[src/source/lspPkg.sv]
package lspPkg;

	////////////////////////////////////////
	// Widths
	////////////////////////////////////////

	// Scratch memory address and word width
	localparam int addrWidth = 12;
	localparam int dataWidth = 32;

	// One LSP coefficient, also used for gap
	localparam int lspWidth = 16;

	typedef logic signed [lspWidth-1:0] lspWord;
	typedef logic [dataWidth-1:0] memWord;
	typedef logic [addrWidth-1:0] memAddr;

	////////////////////////////////////////
	// Buffer layout
	////////////////////////////////////////

	// Address of buf[0], coefficient j at bufBase + j
	localparam memAddr bufBase = 12'd16;

	// Buffer length and first processed index
	localparam int lpcOrder = 10;
	localparam int firstIndex = 5;

	// Wide enough to hold lpcOrder - 1
	localparam int indexWidth = $clog2(lpcOrder);

	// Opcodes of the shared operator unit
	typedef enum logic [1:0]
	{
		opAdd,
		opSub,
		opShr
	} basicOp;

	// Sequencer states, one pass per index
	typedef enum logic [3:0]
	{
		sIdle,
		sReadLow,
		sReadHigh,
		sWaitData,
		sDiff,
		sTmp,
		sShift,
		sWriteLow,
		sWriteHigh,
		sDone
	} expandState;

endpackage

[src/source/basicOps.sv]
`timescale 1ns/100ps

// Saturating 16-bit add, sub and arithmetic shift right
module basicOps
(
	input lspPkg::basicOp opcode,
	input lspPkg::lspWord operandA,
	input lspPkg::lspWord operandB,
	output lspPkg::lspWord result
);

	// One extra bit to catch overflow
	logic signed [lspPkg::lspWidth:0] wideSum;
	logic signed [lspPkg::lspWidth:0] wideDiff;

	// Saturation limits
	localparam lspPkg::lspWord maxWord = 16'sh7FFF;
	localparam lspPkg::lspWord minWord = 16'sh8000;

	assign wideSum = {operandA[lspPkg::lspWidth-1], operandA}
		+ {operandB[lspPkg::lspWidth-1], operandB};
	assign wideDiff = {operandA[lspPkg::lspWidth-1], operandA}
		- {operandB[lspPkg::lspWidth-1], operandB};

	always_comb
	begin
		result = operandA;
		unique case (opcode)
			lspPkg::opAdd:
			begin
				// Top two bits differ on overflow
				if (wideSum[lspPkg::lspWidth] != wideSum[lspPkg::lspWidth-1])
					result = wideSum[lspPkg::lspWidth] ? minWord : maxWord;
				else
					result = wideSum[lspPkg::lspWidth-1:0];
			end
			lspPkg::opSub:
			begin
				if (wideDiff[lspPkg::lspWidth] != wideDiff[lspPkg::lspWidth-1])
					result = wideDiff[lspPkg::lspWidth] ? minWord : maxWord;
				else
					result = wideDiff[lspPkg::lspWidth-1:0];
			end
			lspPkg::opShr:
			begin
				// 15 or more leaves only the sign
				if (operandB >= 16'sd15)
					result = operandA >>> 15;
				// Negative count passes operandA through
				else if (operandB > 16'sd0)
					result = operandA >>> operandB[3:0];
			end
			default:
				result = operandA;
		endcase
	end

endmodule

[config.mk]
export PLATFORM = sky130hd
export DESIGN_NAME = basicOps
export DESIGN_NICKNAME = d
export VERILOG_FILES = /design/src/source/lspPkg.sv /design/src/source/basicOps.sv
export SDC_FILE = /design/constraint.sdc
export NUM_CORES = 1
export LEC_CHECK = 0
export ABC_AREA = 1
export BUFFER_PORTS_ARGS = -buffer_cell sky130_fd_sc_hd__buf_2
export CAP_MARGIN = 20
export CELL_PAD_IN_SITES_DETAIL_PLACEMENT = 1
export CELL_PAD_IN_SITES_GLOBAL_PLACEMENT = 2
export CORE_ASPECT_RATIO = 0.6
export CORE_MARGIN = 1.5
export CORE_UTILIZATION = 32
export DETAILED_ROUTE_END_ITERATION = 6
export GPL_TIMING_DRIVEN = 0
export PLACE_DENSITY = 0.95
export SYNTH_ARGS = -nofsm -noshare
export SYNTH_HDL_FRONTEND = slang
export SYNTH_SLANG_ARGS = --single-unit
export TNS_END_PERCENT = 10
[constraint.sdc]
create_clock -name vclk -period 5.95
set_input_delay 1.4875 -clock vclk [all_inputs]
set_output_delay 1.4875 -clock vclk [all_outputs]
set_load 0.1 [all_outputs]
==> results.md <==
- Status: finished, final reports clean
- Crit path max-delay family: buffers and inverters
- Max cap viols: 0
- Fin area: ~4100 um^2
- HPWL Detailed: roughly 14000 um
- Slowest cell on the critical path: ha_1
- Worst Tran Pin Value: between 800 and 900 ps
- Vias in the first global route: 4689
- Cell leakage power: 2.40 nW
- Fmax: 0.172 GHz
- Global-route wire length before repair: 25300 um
- # setup viols final: 0
- Leading cell type in the layout, fill and taps excluded: nand2_1
- # rows: 29
- Top cells by area, synth: nand2_1 31%, ha_1 11%, inv_1 9.2%
- Crit Path Category: input pin to output port
- CP Max Fanout: 11
- Global route overflow: 0
- Critical Path RT: ~4500 ps
- Crit start category: input pin
- Seq/Total Area, Yosys: 0
- Die W: 140 um
- CP cell instances: buf_2 -> buf_6 -> clkinvlp_4 -> buf_4 -> ha_1 -> nand3_1 -> nand2_1 -> nand2_1 -> nand2_1 -> nand2_2 -> nand2_1 -> nand2_1 -> nand2_2 -> a21oi_4 -> buf_4 -> nand2_1 -> nand4_1 -> buf_4
- Synth unique cells: 34
- Hold path depth: 4
- Initial antenna violation count: 0
- Cells after Synth: 717
- CTS hold repair buffers: 0
- Syn Nets: 785
- DIE AREA: 11900 um^2
- Met2 GRT Util: 0.398
- Starting Density: 0.334
- CP arrival: around 4300 ps
- Initial drt markers: 299
- Most frequent CP cell: nand2_1
- Yosys warning count: 0
- Syn_area_per_cell: 5.03 um^2
- Layout cell share with drive strength beyond 1: 0.174
- Worst VDD drop: 189 uV
- I/O pin total: 50
- Final hold violation count: 0
- Inserted Diodes: 0
- Final net count: 836
- Placed insts: around 910
- Buffers plus inverters on the worst setup path: 6
- CP max stage delay: 320 ps
- Routability congestion estimate: 0.954
- Routing usage on met3: 0.0152
- Fin. max-slew vios: 0
- Commonest cells after routing, fill and taps aside: 294 x nand2_1, 87 x inv_1, 65 x nand3_1
- GRT busiest layer: met1
- CP Capture Type: output port
- Clock buffers: 0
- Seq cells: 0
- # port buffers: 50
- All-layer global routing usage: 0.268
- Floorplan Core Area: 10800 um^2
- Largest net degree at the start of global routing: 12
- Synth-to-Final Area Change: 14.2%
- Relative slew slack: 0.439
- Detailed Routing Iterations Pass 1: 4
- Post-route DRC: 0
- Synth Cell Area: 3600 um^2
- Routed WL: between 15000 and 20000 um
- Pwr/cell area: 160 nW/um^2
- Post-synthesis cell type with the largest combined area: nand2_1
- Antenna Violating Nets Remaining: 0
- Die Span Y: 85.2 um
- Vias/cell: 5.25
- Top cell type's share of synthesized area: 0.308
- Crit path time final: 5800 ps
- Tcrit/Tclk final: 0.974
- Stages on the worst setup path: 18
- Post-Layout Cell Count: 905
- Post-placement cell area: 4030 um^2
- Routed WL per cell: 17.5 um
- Vias: around 4.8k
- Sequential cell area: 0 um^2
- Worst min path class: input pin to output port
- Met1 Use GR: 0.431
through the flow:
stage	power [mW]	worst slack (ps)	hold WS (ps)	util	TNS, ps
final	0.658	153	3550	0.382	0
after global routing	0.710	-4.32	3570	0.382	-4.32
after CTS	0.641	56.6	3540	0.378	0
after detailed placement	0.624	-194	3540	0.374	-1900
after global placement	0.610	-81.5	3510	0.374	-608
after floorplan	0.470	297	3550	-	0
worst paths after layout:
path	startpoint	endpoint	slack, ps
min	operandA[15]	result[15]	3550
max	operandB[1]	result[3]	150
cells by family (layout without fill, tap and decap cells):
logic type | count (synthesis) | count (layout) | share of synthesized area
fa+ha+maj | 34 | 34 | 0.122
buf+inv | 134 | 183 | 0.168
simple gates | 453 | 453 | 0.535
mux | 1 | 1 | 0.00278
compound gates | 76 | 76 | 0.126
xor+xnor | 19 | 19 | 0.0462
what timing repair did:
item / CTS / global route
resized for setup: 17 / 15
pin swaps: 0 / 2
setup buffers: 0 / 1
endpoints found under the setup margin: 15 / 15
endpoints found under the hold margin: 0 / 0
layer usage:
| metal | wire [um] | vias to the layer above | share of wire |
|---|---|---|---|
| li1 | - | 2341 | - |
| met1 | 8390 | 2223 | 0.53 |
| met2 | 6170 | 179 | 0.39 |
| met3 | 1150 | 9 | 0.073 |
| met4 | 92 | 0 | 0.0058 |
| met5 | 0 | - | 0 |
worst min-delay path, delay by kind of cell:
kind | cells | cell delay [ps]
buffers and inverters | 2 | 430
and+or+nand+nor | 2 | 130
final cells by class:
cell class,count,area (um^2)
Tap cell,139,174
Multi-Input combinational cell,583,3010
Inverter,104,394
Fill cell,1592,6660
Timing Repair Buffer,51,317
Buffer,28,220
power by group:
part / switching, mW / internal, mW
Combinational: 0.477 / 0.182
Clock: 0 / 0
Sequential: 0 / 0
cells in the mapped netlist, types with 4 or more instances:
cell type    n
nand3_1     65
a21oi_1     21
xor2_1      18
buf_4       10
nand2_2     18
nand4_1     19
inv_2       16
o21ai_0     40
buf_6        7
ha_1        32
nor3_1       5
o21bai_1     4
buf_2        9
nor2_1      37
a21oi_2      6
inv_1       88
nand2_1    296
Power figures use the tool's default switching activity.
