**src/source/lspPkg.sv**
```systemverilog
package lspPkg;

	////////////////////////////////////////
	// Widths
	////////////////////////////////////////

	// Scratch memory address and word width
	localparam int addrWidth = 12;
	localparam int dataWidth = 32;

	// One LSP coefficient, also used for gap
	localparam int lspWidth = 16;

	typedef logic signed [lspWidth-1:0] lspWord;
	typedef logic [dataWidth-1:0] memWord;
	typedef logic [addrWidth-1:0] memAddr;

	////////////////////////////////////////
	// Buffer layout
	////////////////////////////////////////

	// Address of buf[0], coefficient j at bufBase + j
	localparam memAddr bufBase = 12'd16;

	// Buffer length and first processed index
	localparam int lpcOrder = 10;
	localparam int firstIndex = 5;

	// Wide enough to hold lpcOrder - 1
	localparam int indexWidth = $clog2(lpcOrder);

	// Opcodes of the shared operator unit
	typedef enum logic [1:0]
	{
		opAdd,
		opSub,
		opShr
	} basicOp;

	// Sequencer states, one pass per index
	typedef enum logic [3:0]
	{
		sIdle,
		sReadLow,
		sReadHigh,
		sWaitData,
		sDiff,
		sTmp,
		sShift,
		sWriteLow,
		sWriteHigh,
		sDone
	} expandState;

endpackage

```
**src/source/memPortIf.sv**
```systemverilog
`timescale 1ns/100ps

// One read port and one write port into the scratch RAM
interface memPortIf;

	// Read side, data one cycle after address
	lspPkg::memAddr readAddr;
	lspPkg::memWord readData;

	// Write side, committed at the rising edge
	lspPkg::memAddr writeAddr;
	lspPkg::memWord writeData;
	logic writeEn;

	// Sequencer end
	modport master
	(
		output readAddr,
		input readData,
		output writeAddr,
		output writeData,
		output writeEn
	);

	// RAM end
	modport memory
	(
		input readAddr,
		output readData,
		input writeAddr,
		input writeData,
		input writeEn
	);

endinterface

```
**src/source/lspExpand2Fsm.sv**
```systemverilog
`timescale 1ns/100ps

// Gap expansion over buf[4..9] by index
module lspExpand2Fsm
(
	input logic clk,
	input logic reset,
	input logic start,
	input lspPkg::lspWord gap,
	memPortIf.master mem,
	output lspPkg::basicOp opcode,
	output lspPkg::lspWord operandA,
	output lspPkg::lspWord operandB,
	input lspPkg::lspWord result,
	output logic done
);

	lspPkg::expandState state;
	lspPkg::expandState nextState;

	// Current j
	logic [lspPkg::indexWidth-1:0] index;

	// buf[j-1], buf[j], and the diff/tmp chain
	lspPkg::lspWord lowWord;
	lspPkg::lspWord highWord;
	lspPkg::lspWord tmpReg;

	lspPkg::memAddr lowAddr;
	lspPkg::memAddr highAddr;

	logic lastIndex;
	logic tmpPositive;
	logic indexDone;

	assign lowAddr = lspPkg::bufBase + lspPkg::memAddr'(index) - 12'd1;
	assign highAddr = lspPkg::bufBase + lspPkg::memAddr'(index);
	assign lastIndex = (index == lspPkg::indexWidth'(lspPkg::lpcOrder - 1));
	assign tmpPositive = (tmpReg > 16'sd0);

	// Leaving the current index with or without writes
	assign indexDone = (state == lspPkg::sWriteLow && !tmpPositive)
		|| (state == lspPkg::sWriteHigh);

	////////////////////////////////////////
	// State and index
	////////////////////////////////////////

	always_ff @(posedge clk)
	begin
		if (reset)
		begin
			state <= lspPkg::sIdle;
			index <= '0;
		end
		else
		begin
			state <= nextState;
			// Fresh run starts at firstIndex
			if (state == lspPkg::sIdle && start)
				index <= lspPkg::indexWidth'(lspPkg::firstIndex);
			else if (indexDone)
				index <= index + 1'b1;
		end
	end

	always_comb
	begin
		nextState = state;
		unique case (state)
			lspPkg::sIdle: if (start) nextState = lspPkg::sReadLow;
			lspPkg::sReadLow: nextState = lspPkg::sReadHigh;
			lspPkg::sReadHigh: nextState = lspPkg::sWaitData;
			lspPkg::sWaitData: nextState = lspPkg::sDiff;
			lspPkg::sDiff: nextState = lspPkg::sTmp;
			lspPkg::sTmp: nextState = lspPkg::sShift;
			lspPkg::sShift: nextState = lspPkg::sWriteLow;
			lspPkg::sWriteLow:
			begin
				// tmp <= 0 skips both writes
				if (tmpPositive)
					nextState = lspPkg::sWriteHigh;
				else
					nextState = lastIndex ? lspPkg::sDone : lspPkg::sReadLow;
			end
			lspPkg::sWriteHigh:
				nextState = lastIndex ? lspPkg::sDone : lspPkg::sReadLow;
			lspPkg::sDone: nextState = lspPkg::sIdle;
			default: nextState = lspPkg::sIdle;
		endcase
	end

	////////////////////////////////////////
	// Datapath registers
	////////////////////////////////////////

	always_ff @(posedge clk)
	begin
		unique case (state)
			// Data for buf[j-1] lands here
			lspPkg::sReadHigh: lowWord <= lspPkg::lspWord'(mem.readData[lspPkg::lspWidth-1:0]);
			lspPkg::sWaitData: highWord <= lspPkg::lspWord'(mem.readData[lspPkg::lspWidth-1:0]);
			// diff, then diff + gap, then tmp
			lspPkg::sDiff, lspPkg::sTmp, lspPkg::sShift: tmpReg <= result;
			// Updated high word kept
			lspPkg::sWriteHigh: highWord <= result;
			default: ;
		endcase
	end

	// Operator requests with the result used in the same cycle
	always_comb
	begin
		opcode = lspPkg::opAdd;
		operandA = '0;
		operandB = '0;
		unique case (state)
			lspPkg::sDiff:
			begin
				opcode = lspPkg::opSub;
				operandA = lowWord;
				operandB = highWord;
			end
			lspPkg::sTmp:
			begin
				opcode = lspPkg::opAdd;
				operandA = tmpReg;
				operandB = gap;
			end
			lspPkg::sShift:
			begin
				opcode = lspPkg::opShr;
				operandA = tmpReg;
				operandB = 16'sd1;
			end
			lspPkg::sWriteLow:
			begin
				opcode = lspPkg::opSub;
				operandA = lowWord;
				operandB = tmpReg;
			end
			lspPkg::sWriteHigh:
			begin
				opcode = lspPkg::opAdd;
				operandA = highWord;
				operandB = tmpReg;
			end
			default: ;
		endcase
	end

	////////////////////////////////////////
	// Memory port
	////////////////////////////////////////

	assign mem.readAddr = (state == lspPkg::sReadHigh) ? highAddr : lowAddr;
	assign mem.writeAddr = (state == lspPkg::sWriteHigh) ? highAddr : lowAddr;
	// Stored sign-extended
	assign mem.writeData = {{(lspPkg::dataWidth - lspPkg::lspWidth){result[lspPkg::lspWidth-1]}},
		result};
	assign mem.writeEn = (state == lspPkg::sWriteLow && tmpPositive)
		|| (state == lspPkg::sWriteHigh);

	// One cycle in sDone
	assign done = (state == lspPkg::sDone);

endmodule

```
**src/flat_wrapper.sv**
```systemverilog
// flat-port wrapper written by rule: the top's interface ports become plain ports
module lspExpand2Fsm_flat 
  (clk, reset, start, gap, opcode, operandA, operandB, result, done, mem_readAddr, mem_readData, mem_writeAddr, mem_writeData, mem_writeEn);
  memPortIf mem_i ();
  input logic clk;
  input logic reset;
  input logic start;
  input lspPkg::lspWord gap;
  output lspPkg::basicOp opcode;
  output lspPkg::lspWord operandA;
  output lspPkg::lspWord operandB;
  input lspPkg::lspWord result;
  output logic done;
  output wire logic [$bits(mem_i.readAddr)-1:0] mem_readAddr;
  input wire logic [$bits(mem_i.readData)-1:0] mem_readData;
  output wire logic [$bits(mem_i.writeAddr)-1:0] mem_writeAddr;
  output wire logic [$bits(mem_i.writeData)-1:0] mem_writeData;
  output wire logic [$bits(mem_i.writeEn)-1:0] mem_writeEn;
  assign mem_readAddr = mem_i.readAddr;
  assign mem_i.readData = mem_readData;
  assign mem_writeAddr = mem_i.writeAddr;
  assign mem_writeData = mem_i.writeData;
  assign mem_writeEn = mem_i.writeEn;
  lspExpand2Fsm u_core (.clk(clk), .reset(reset), .start(start), .gap(gap), .mem(mem_i), .opcode(opcode), .operandA(operandA), .operandB(operandB), .result(result), .done(done));
endmodule
```
**config.mk**
```make
export PLATFORM = sky130hd
export DESIGN_NAME = lspExpand2Fsm_flat
export DESIGN_NICKNAME = d
export VERILOG_FILES = /design/src/source/lspPkg.sv /design/src/source/memPortIf.sv /design/src/source/lspExpand2Fsm.sv /design/src/flat_wrapper.sv
export SDC_FILE = /design/constraint.sdc
export NUM_CORES = 1
export LEC_CHECK = 0
export BUFFER_PORTS_ARGS = -buffer_cell sky130_fd_sc_hd__buf_2
export CORE_MARGIN = 1
export CORE_UTILIZATION = 25
export DETAILED_ROUTE_END_ITERATION = 8
export SLEW_MARGIN = 30
export SYNTH_ARGS = -nofsm -noshare
export SYNTH_HDL_FRONTEND = slang
export SYNTH_SLANG_ARGS = --single-unit
```
**constraint.sdc**
```tcl
create_clock -name clk -period 3.2 [get_ports clk]
set_clock_uncertainty 0.05 [all_clocks]
set_input_delay 0.32 -clock clk [delete_from_list [all_inputs] [get_ports clk]]
set_output_delay 0.32 -clock clk [all_outputs]
set_load 0.01 [all_outputs]
```
==> results of run 1 <==
power by group:
group          internal (mW)  total (mW)  switching (mW)
sequential             0.846       0.892          0.0460
clock                  0.290       0.531           0.240
combinational          0.136       0.332           0.196
layout by cell type, fill, tap and decap left out, types with 2 or more instances in the layout:
| cell type | synthesis | layout |
|---|---|---|
| nor4_1 | 4 | 4 |
| nand2b_1 | 4 | 4 |
| dfxtp_1 | 8 | 8 |
| a21oi_1 | 4 | 3 |
| nor2_1 | 9 | 8 |
| ha_1 | 3 | 3 |
| conb_1 | 1 | 14 |
| nor3_2 | 1 | 2 |
| nor3_1 | 4 | 3 |
| nor3b_1 | 3 | 2 |
| a222oi_1 | 31 | 31 |
| clkbuf_16 | 0 | 5 |
| inv_1 | 36 | 36 |
| buf_2 | 7 | 128 |
| xnor2_1 | 7 | 7 |
| buf_4 | 48 | 9 |
| edfxtp_1 | 48 | 48 |
| a211oi_1 | 2 | 2 |
| a21oi_2 | 1 | 2 |
| clkbuf_1 | 7 | 2 |
| nand2_1 | 62 | 62 |
| mux2i_1 | 2 | 2 |
kinds of logic after synthesis:
kind of cell,after synthesis
adders and majority gates,3
other,1
AOI/OAI and AO/OA,50
muxes,3
xor gates and xnor gates,8
and+or+nand+nor,98
buffers and inverters,102
DFF,56
how the worst min path moves through the flow:
stage                startpoint                  to  slack, ns
4_1_cts        mem_readData[13]  u_core.lowWord[13]       0.16
5_1_grt        mem_readData[12]  u_core.lowWord[12]       0.16
3_3_place_gp    mem_readData[7]   u_core.lowWord[7]       0.46
3_5_place_dp   mem_readData[13]  u_core.lowWord[13]       0.46
6_report       mem_readData[13]  u_core.lowWord[13]       0.16
2_1_floorplan             reset     u_core.index[0]       0.34
area by class of cell:
class / instances / area share [%]
Multi-Input combinational cell: 176 / 28.9
Timing Repair Buffer: 137 / 18.0
Tap cell: 172 / 5.47
Inverter: 36 / 3.43
Sequential cell: 56 / 40.7
Clock buffer: 7 / 3.37
Clock inverter: 1 / 0.127
per-stage QoR:
stage / cell area, sq um / utilization (%) / total power [mW]
6_report: 3940 / 31.1 / 1.75
5_1_grt: 3940 / 31.1 / 1.84
4_1_cts: 3940 / 31.1 / 1.77
3_5_place_dp: 3800 / 30.0 / 1.24
3_3_place_gp: 3800 / 30.0 / 1.24
2_1_floorplan: 3320 / - / 1.12
registers in the layout, summed over array words and instances, names as in the netlist:
signal           cells
u_core.state         4
u_core.highWord     16
u_core.tmpReg       16
u_core.lowWord      16
u_core.index         4
metal layers:
| layer | routed length, um | global-route usage, % |
|---|---|---|
| met3 | 653 | 2.85 |
| met4 | 117 | 4.27 |
| met5 | 0 | 0 |
| met1 | 4100 | 18.9 |
| met2 | 4660 | 23.5 |
worst reg2reg max path: stages, from the launching register on:
cell and delay (ns):
dfxtp_1 0.50, nor4b_4 0.84, nor2_1 0.26, a311o_1 0.38
a311oi_1 0.21
==> flow_summary.toml, run 1 <==
[outcome]
status = "finished, final reports clean"

[synth]
synth_edf_count = 48
synth_compound_area_share_pct = 13.6
synthTopCellsByCount = "62 x nand2_1, 48 x buf_4, 48 x edfxtp_1"
yosysWarnings = 0
synth_top_cell_area_share_pct = 44.0
synth-seq-cells = 56
synth_top_family_by_area = "buffers and inverters"
synthMuxAreaShare_pct = 0.955
dominantRegCellSynth = "edfxtp_1"
avgSynthCellArea_sq_um = 10.2
synth_cell_types = 49
synthCells = 321
synth_fa_ha_area_share_pct = 1.15
netlist_area_sq_um = 3270
synth.area.top_cells = "edfxtp_1 44%, buf_4 11%, a222oi_1 9.5%"
async_flop_share_pct = 0
ys_seq_area_share_pct = 48.9
yosys.area_share.simple_pct = 14.9
synth.most_common_cell = "nand2_1"
synth.largest_area_cell = "edfxtp_1"
synth_xor_area_share_pct = 2.14

[critical_path]
rrSetupSlack_ns = 0.87
path_cells = "xnor2_1, and3b_1, buf_4, a222oi_1, inv_1, buf_2"
required_ns = 2.83
path_buf_inv = 3
critical_path_class = "reg2out"
cp-endpoint = "operandA[9]"
cpLargestDelayFamily = "flip-flops"
cp-start-kind = "flip-flop"
critical_path_depth = 6
crit_fanout = 16
worstReg2RegStart = "u_core.state[0]"
worst_path_max_delay_cell = "dfxtp_1"
critPathCaptureType = "output port"
startpoint = "u_core.state[0]"
r2r-end = "u_core.index[2]"
cpPeakStageDelay_ns = 0.72
r2r_cells = 4
cp_data_arrival_time_ns = 2.48

[sta]
hold_slack_ns = 0.165
worst_pin_slew_ns = 0.820
slew_viol_final = 0
fin_ws_ns = 0.346
rsz0062_at_grt = "false"
hold_violations = 0
setup_viol = 0
relSlewSlack_pct = 45.1
final.setup.tns_ns = 0
max_freq_mhz = 350
period_minus_slack_ns = 2.85
period_share_pct = 89.2

[routing]
viasPerCell = 4.67
routedWlPerCell_um = 16.3
drc = 0
vias = 2730
drt_iter0_drc = 287
wl_mm = 9.53
detail-route-antenna-nets = 0
drt_pre_antenna_iters = 5

[clock_network]
cts_sinks = 56
cts-resized-gates = 0
clockBufferDepth = 2
htree_levels = 2
clock_latency_ns = 0.29
cts_setup_buffers = 0
cts_made_buffers = 5
cts.reportedPaths.clkPinSlew_ns = 0.07
holdBufCountCts = 0
cts_tree = "done"
root_buffer = "clkbuf_16"

[power]
p_per_area_nw_per_um2 = 446
leakagePower_nw = 1.92
max-vdd-ir-drop_v = 0.000189

[placed_design]
port_buffers = 128
hpwlAfterDp_mm = 6.73
dp.cells = 577
gp_congestion = 0.732
place_ws_ns = 0.673

[cells_and_area]
n_antenna_cell = 0
stdcell_count = 585
syn_to_final_growth_pct = 20.3
n_fill_cell = 1327
multi_input_area_sq_um = 1140
fin_nets = 482
drive_gt1_share_pct = 37.0
regArea_sq_um = 1600

[global_routing]
grt_first_pass_wirelength_mm = 14.4
grt_use_total_pct = 14.3
grt_max_degree = 29
grt-ovfl-total = 0
grt_pass1_vias = 2581
antenna_found_initial = 0

[run]
maxCapViolations = 0

[floorplanning]
die_width_um = 116
initial_core_util_pct = 25.8
core-area_sq_um = 12700
die_area_sq_um = 13600
rows = 41
num_io_pins = 159
die_h_um = 116

[hold_path]
whs_path_depth = 1
min_path_type = "in2reg"
(Power assumes the default switching activity.)
==> inputs of run 2 (changes only) <==
--- a/config.mk
+++ b/config.mk
@@ -7,8 +7,9 @@
 export LEC_CHECK = 0
 export BUFFER_PORTS_ARGS = -buffer_cell sky130_fd_sc_hd__buf_2
 export CORE_MARGIN = 1
-export CORE_UTILIZATION = 25
+export CORE_UTILIZATION = 50
 export DETAILED_ROUTE_END_ITERATION = 8
+export PLACE_DENSITY = 0.86
 export SLEW_MARGIN = 30
 export SYNTH_ARGS = -nofsm -noshare
 export SYNTH_HDL_FRONTEND = slang
==> run 2 against run 1 <==
Net effect:
- worst hold slack got worse by 0.012 ns
- critical path depth fell by 1
- clock-buffer cell count is 2 lower
- flip-flop and latch count stayed put
- utilization rose by 28 points
- largest cell class unchanged
==> flow_summary.toml, run 2 (same netlist as run 1, synthesis figures left out) <==
[outcome]
status = "finished, final reports clean"

[clock_network]
root_buffer = "clkbuf_8"
cts.reportedPaths.clkPinSlew_ns = 0.10
htree_levels = 2
holdBufCountCts = 0
cts_made_buffers = 5
cts-resized-gates = 0
clock_latency_ns = 0.30
clockBufferDepth = 2
cts_sinks = 56
cts_setup_buffers = 0
cts_tree = "done"

[global_routing]
antenna_found_initial = 1
grt_first_pass_wirelength_mm = 12.9
use_met1_pct = 29.5
gr-usage-met2_pct = 41.6
grt-ovfl-total = 0
grt_max_degree = 29
busiest_layer = "met2"
grt_pass1_vias = 2607
grt_use_total_pct = 24.0
met3_usage_pct = 3.98

[critical_path]
path_cells = "xnor2_1, and3b_1, a222oi_1, inv_1, buf_2"
worstReg2RegStart = "u_core.state[1]"
critPathCaptureType = "output port"
cpPeakStageDelay_ns = 0.74
rrSetupSlack_ns = 0.80
crit_fanout = 17
worst_path_max_delay_cell = "dfxtp_1"
r2r-end = "u_core.lowWord[14]"
required_ns = 2.83
critical_path_class = "reg2out"
cp_data_arrival_time_ns = 2.44
r2r_cells = 3
cp-start-kind = "flip-flop"

[placed_design]
dp.cells = 482
gp_congestion = 0.806
port_buffers = 128
hpwlAfterDp_mm = 5.79

[sta]
hold_violations = 0
setup_viol = 0
period_share_pct = 87.7
relSlewSlack_pct = 45.6
worst_pin_slew_ns = 0.814
period_minus_slack_ns = 2.81
slew_viol_final = 0
rsz0062_at_grt = "false"
final.setup.tns_ns = 0
max_freq_mhz = 356

[power]
switching_share_pct = 28.9
max-vdd-ir-drop_v = 0.000311
pwr-share-comb_pct = 20.3
leakagePower_nw = 1.90
power_frac_seq_pct = 56.3
power.switching_uw = 458
p_int_mw = 1.13
power.share.clock_pct = 23.3
p_per_area_nw_per_um2 = 422

[cells_and_area]
syn_to_final_growth_pct = 15.0
reg.largest.list = "u_core.highWord: 16 flops, u_core.lowWord: 16 flops, u_core.tmpReg: 16 flops"
final_util_pct = 59.3
drive_gt1_share_pct = 37.1
stdcell_count = 490
fin_nets = 482
layout_common_cells = "128 x buf_2, 62 x nand2_1, 48 x edfxtp_1, 36 x inv_1, 31 x a222oi_1"
layout_commonest_cell = "buf_2"
n_fill_cell = 554

[floorplanning]
die_h_um = 82.9
num_io_pins = 159
die_width_um = 82.9
initial_core_util_pct = 51.6
core-area_sq_um = 6350
die_area_sq_um = 6880
rows = 29

[routing]
vias = 2786
drt_pre_antenna_iters = 5
drt_iter0_drc = 322
routedWlPerCell_um = 16.7
drc = 0
detail-route-antenna-nets = 0
wl_mm = 8.18
viasPerCell = 5.69

[hold_path]
whs_path_depth = 1
min_path_type = "in2reg"
worstHoldStart = "mem_readData[3]"
hold-path-endpoint = "u_core.lowWord[3]"

[run]
maxCapViolations = 0
-- run 2: power by group through the flow --
stage	registers (mW)	logic, mW	clock network, mW
after floorplan	0.881	0.243	0
after global placement	0.905	0.314	0
after detailed placement	0.909	0.323	0
after CTS	0.892	0.324	0.374
after global routing	0.899	0.354	0.399
final	0.894	0.323	0.371
-- run 2: stage by stage --
stage	hold slack (ns)	worst slack, ns	area (sq um)	total power [mW]
final	0.152	0.393	3760	1.59
after global routing	0.137	0.188	3760	1.65
after CTS	0.147	0.415	3760	1.59
after detailed placement	0.462	0.769	3680	1.23
after global placement	0.462	0.825	3680	1.22
after floorplan	0.339	1.19	3320	1.12
-- run 2: how the worst max path moves through the flow --
stage | from | end | cells after the start
floorplan | u_core.state[1] | u_core.highWord[0] | 4
global placement | u_core.state[0] | operandB[14] | 5
detailed placement | u_core.state[0] | operandB[14] | 5
CTS | u_core.state[0] | operandB[14] | 5
global route | u_core.state[0] | operandA[3] | 5
finish | u_core.state[0] | operandA[9] | 5
-- run 2: critical path, delay by kind of cell, from the launching register on --
kind	cells	cell delay, ns
simple gates	1	0.70
compound gates	1	0.21
buf+inv	2	0.24
flops	1	0.74
xor+xnor	1	0.23
-- run 2: layout make-up --
class	count	area (sq um)	area share, %
Antenna cell	1	2.50	0.0665
Clock buffer	5	68.8	1.83
Clock inverter	2	12.5	0.332
Inverter	36	135	3.59
Multi-Input combinational cell	176	1140	30.3
Sequential cell	56	1600	42.5
Tap cell	77	96.3	2.56
Timing Repair Buffer	137	708	18.8
-- run 2: metal layers --
| layer | up-vias | share of wire [%] |
|---|---|---|
| met5 | - | 0 |
| met4 | 0 | 2.6 |
| met3 | 19 | 9.6 |
| met2 | 184 | 49 |
| met1 | 1309 | 39 |
| li1 | 1274 | - |
==> inputs of run 3 (changes only) <==
--- a/config.mk
+++ b/config.mk
@@ -7,9 +7,9 @@
 export LEC_CHECK = 0
 export BUFFER_PORTS_ARGS = -buffer_cell sky130_fd_sc_hd__buf_2
 export CORE_MARGIN = 1
-export CORE_UTILIZATION = 50
+export CORE_UTILIZATION = 42
 export DETAILED_ROUTE_END_ITERATION = 8
-export PLACE_DENSITY = 0.86
+export PLACE_DENSITY = 0.77
 export SLEW_MARGIN = 30
 export SYNTH_ARGS = -nofsm -noshare
 export SYNTH_HDL_FRONTEND = slang
==> constraint.sdc (replaced) <==
create_clock -name clk -period 2.5 [get_ports clk]
set_clock_uncertainty 0.05 [all_clocks]
set_input_delay 0.25 -clock clk [delete_from_list [all_inputs] [get_ports clk]]
set_output_delay 0.25 -clock clk [all_outputs]
set_load 0.01 [all_outputs]
==> run 3 against run 2 <==
Net effect:
- clock-buffer cell count did not move
- register-to-register slack got worse by 0.35 ns
- sequential share of layout area fell by 1.5 points
- worst hold slack got worse by 0.074 ns
- critical path type unchanged
- utilization fell by 6.5 points
- die area rose by 19%
- critical path depth rose by 1
- clock power rose by 34%
- total power rose by 31%
- sequential power rose by 26%
==> flow_summary.toml, run 3 (same netlist as run 1, synthesis figures left out) <==
[cells_and_area]
syn_to_final_growth_pct = 19.4
drive_gt1_share_pct = 39.0
reg.largest.list = "u_core.highWord: 16 flops, u_core.lowWord: 16 flops, u_core.tmpReg: 16 flops"
layout_commonest_cell = "buf_2"
fin_area_sq_um = 3910
layout_common_cells = "128 x buf_2, 62 x nand2_1, 48 x edfxtp_1, 36 x inv_1, 31 x a222oi_1"
fin_nets = 492
stdcell_count = 522
n_antenna_cell = 0

[routing]
detail-route-antenna-nets = 0
wl_mm = 8.47
routedWlPerCell_um = 16.2
drc = 0
drt_pre_antenna_iters = 6
drt_iter0_drc = 347
viasPerCell = 5.33
vias = 2783

[hold_path]
worstHoldStart = "mem_readData[5]"
min_path_type = "in2reg"

[sta]
relSlewSlack_pct = 50.1
slew_viol_final = 0
period_share_pct = 94.9
rsz0062_at_grt = "false"
period_minus_slack_ns = 2.37
final.setup.tns_ns = 0
worst_pin_slew_ns = 0.746
hold_violations = 0
setup_viol = 0
max_freq_mhz = 422

[global_routing]
grt_max_degree = 25
grt_use_total_pct = 21.1
grt_pass1_vias = 2595
grt-ovfl-total = 0
grt_first_pass_wirelength_mm = 13.4
antenna_found_initial = 0

[placed_design]
port_buffers = 128
dp.cells = 512
dpl_cell_area_sq_um = 3790
gp_congestion = 0.814
hpwlAfterDp_mm = 6.25

[critical_path]
path_cells = "buf_4, or4b_4, buf_4, nand2_1, xnor2_1, buf_2"
cp_data_arrival_time_ns = 2.07
required_ns = 2.20
startpoint = "u_core.state[2]"
cp-start-kind = "flip-flop"
worst_path_max_delay_cell = "or4b_4"
cpLargestDelayFamily = "simple AND/OR/NAND/NOR gates"
path_common_cell = "buf_4"
crit_fanout = 18
critical_path_class = "reg2out"
worstReg2RegStart = "u_core.state[2]"
path_buf_inv = 3
critPathCaptureType = "output port"
cpPeakStageDelay_ns = 0.66

[floorplanning]
die_area_sq_um = 8150
initial_core_util_pct = 44.2
num_io_pins = 159
core-area_sq_um = 7410
rows = 31
die_width_um = 90.3
die_h_um = 90.3

[outcome]
status = "finished, final reports clean"

[power]
p_per_area_nw_per_um2 = 533
max-vdd-ir-drop_v = 0.000319
leakagePower_nw = 1.96

[clock_network]
cts_made_buffers = 5
cts_sinks = 56
clockBufferDepth = 2
cts.reportedPaths.clkPinSlew_ns = 0.10
clock_latency_ns = 0.30
root_buffer = "clkbuf_8"
htree_levels = 2
cts_tree = "done"

[run]
maxCapViolations = 0
-- run 3: cell type report --
type | count | area [sq um]
Fill cell | 707 | 3500
Clock inverter | 3 | 17.5
Tap cell | 99 | 124
Sequential cell | 56 | 1600
Timing Repair Buffer | 147 | 808
Multi-Input combinational cell | 176 | 1150
Clock buffer | 5 | 68.8
Inverter | 36 | 135
-- run 3: stage by stage --
stage                     hold slack (ns)  total power [mW]  util [%]  setup slack (ns)
after global routing               0.0606              2.18      52.8           0.00838
after global placement              0.393              1.59      51.0             0.235
after CTS                          0.0686              2.09      52.4            0.0959
after floorplan                     0.269              1.44         -             0.488
final                              0.0784              2.08      52.8             0.129
after detailed placement            0.393              1.61      51.2             0.293
-- run 3: worst paths after layout --
path	end	slack [ns]	depth (start not counted)
hold / removal	u_core.lowWord[5]	0.08	1
setup / recovery	mem_writeAddr[3]	0.13	6
setup reg to reg	u_core.index[3]	0.45	5
hold reg to reg	u_core.state[2]	0.52	1
-- run 3: report_power, final --
group	internal, mW	total (mW)	switching, mW
registers	1.08	1.13	0.0481
clock network	0.197	0.496	0.299
logic	0.194	0.457	0.262
total	1.47	2.08	0.609
-- run 3: what timing repair did --
item / in CTS / in global routing
pin swaps: 0 / 1
gates resized for setup: 1 / 0
setup buffers: 0 / 2
hold buffers: 0 / 0
endpoints found under the setup margin: 5 / 12
-- run 3: worst reg2reg max path: stages, from the launching register on --
cell and delay (ns):
dfxtp_1 0.33, buf_4 0.17, or4b_4 0.66, buf_4 0.25, a211oi_1 0.31, mux2i_1 0.21
-- run 3: routing by layer --
layer | vias to the layer above | share of wire, % | GRT usage [%]
met3 | 10 | 6.7 | 3.11
li1 | 1294 | - | -
met5 | - | 0 | 0
met2 | 151 | 50 | 35.7
met1 | 1328 | 42 | 28.0
met4 | 0 | 1.3 | 6.18
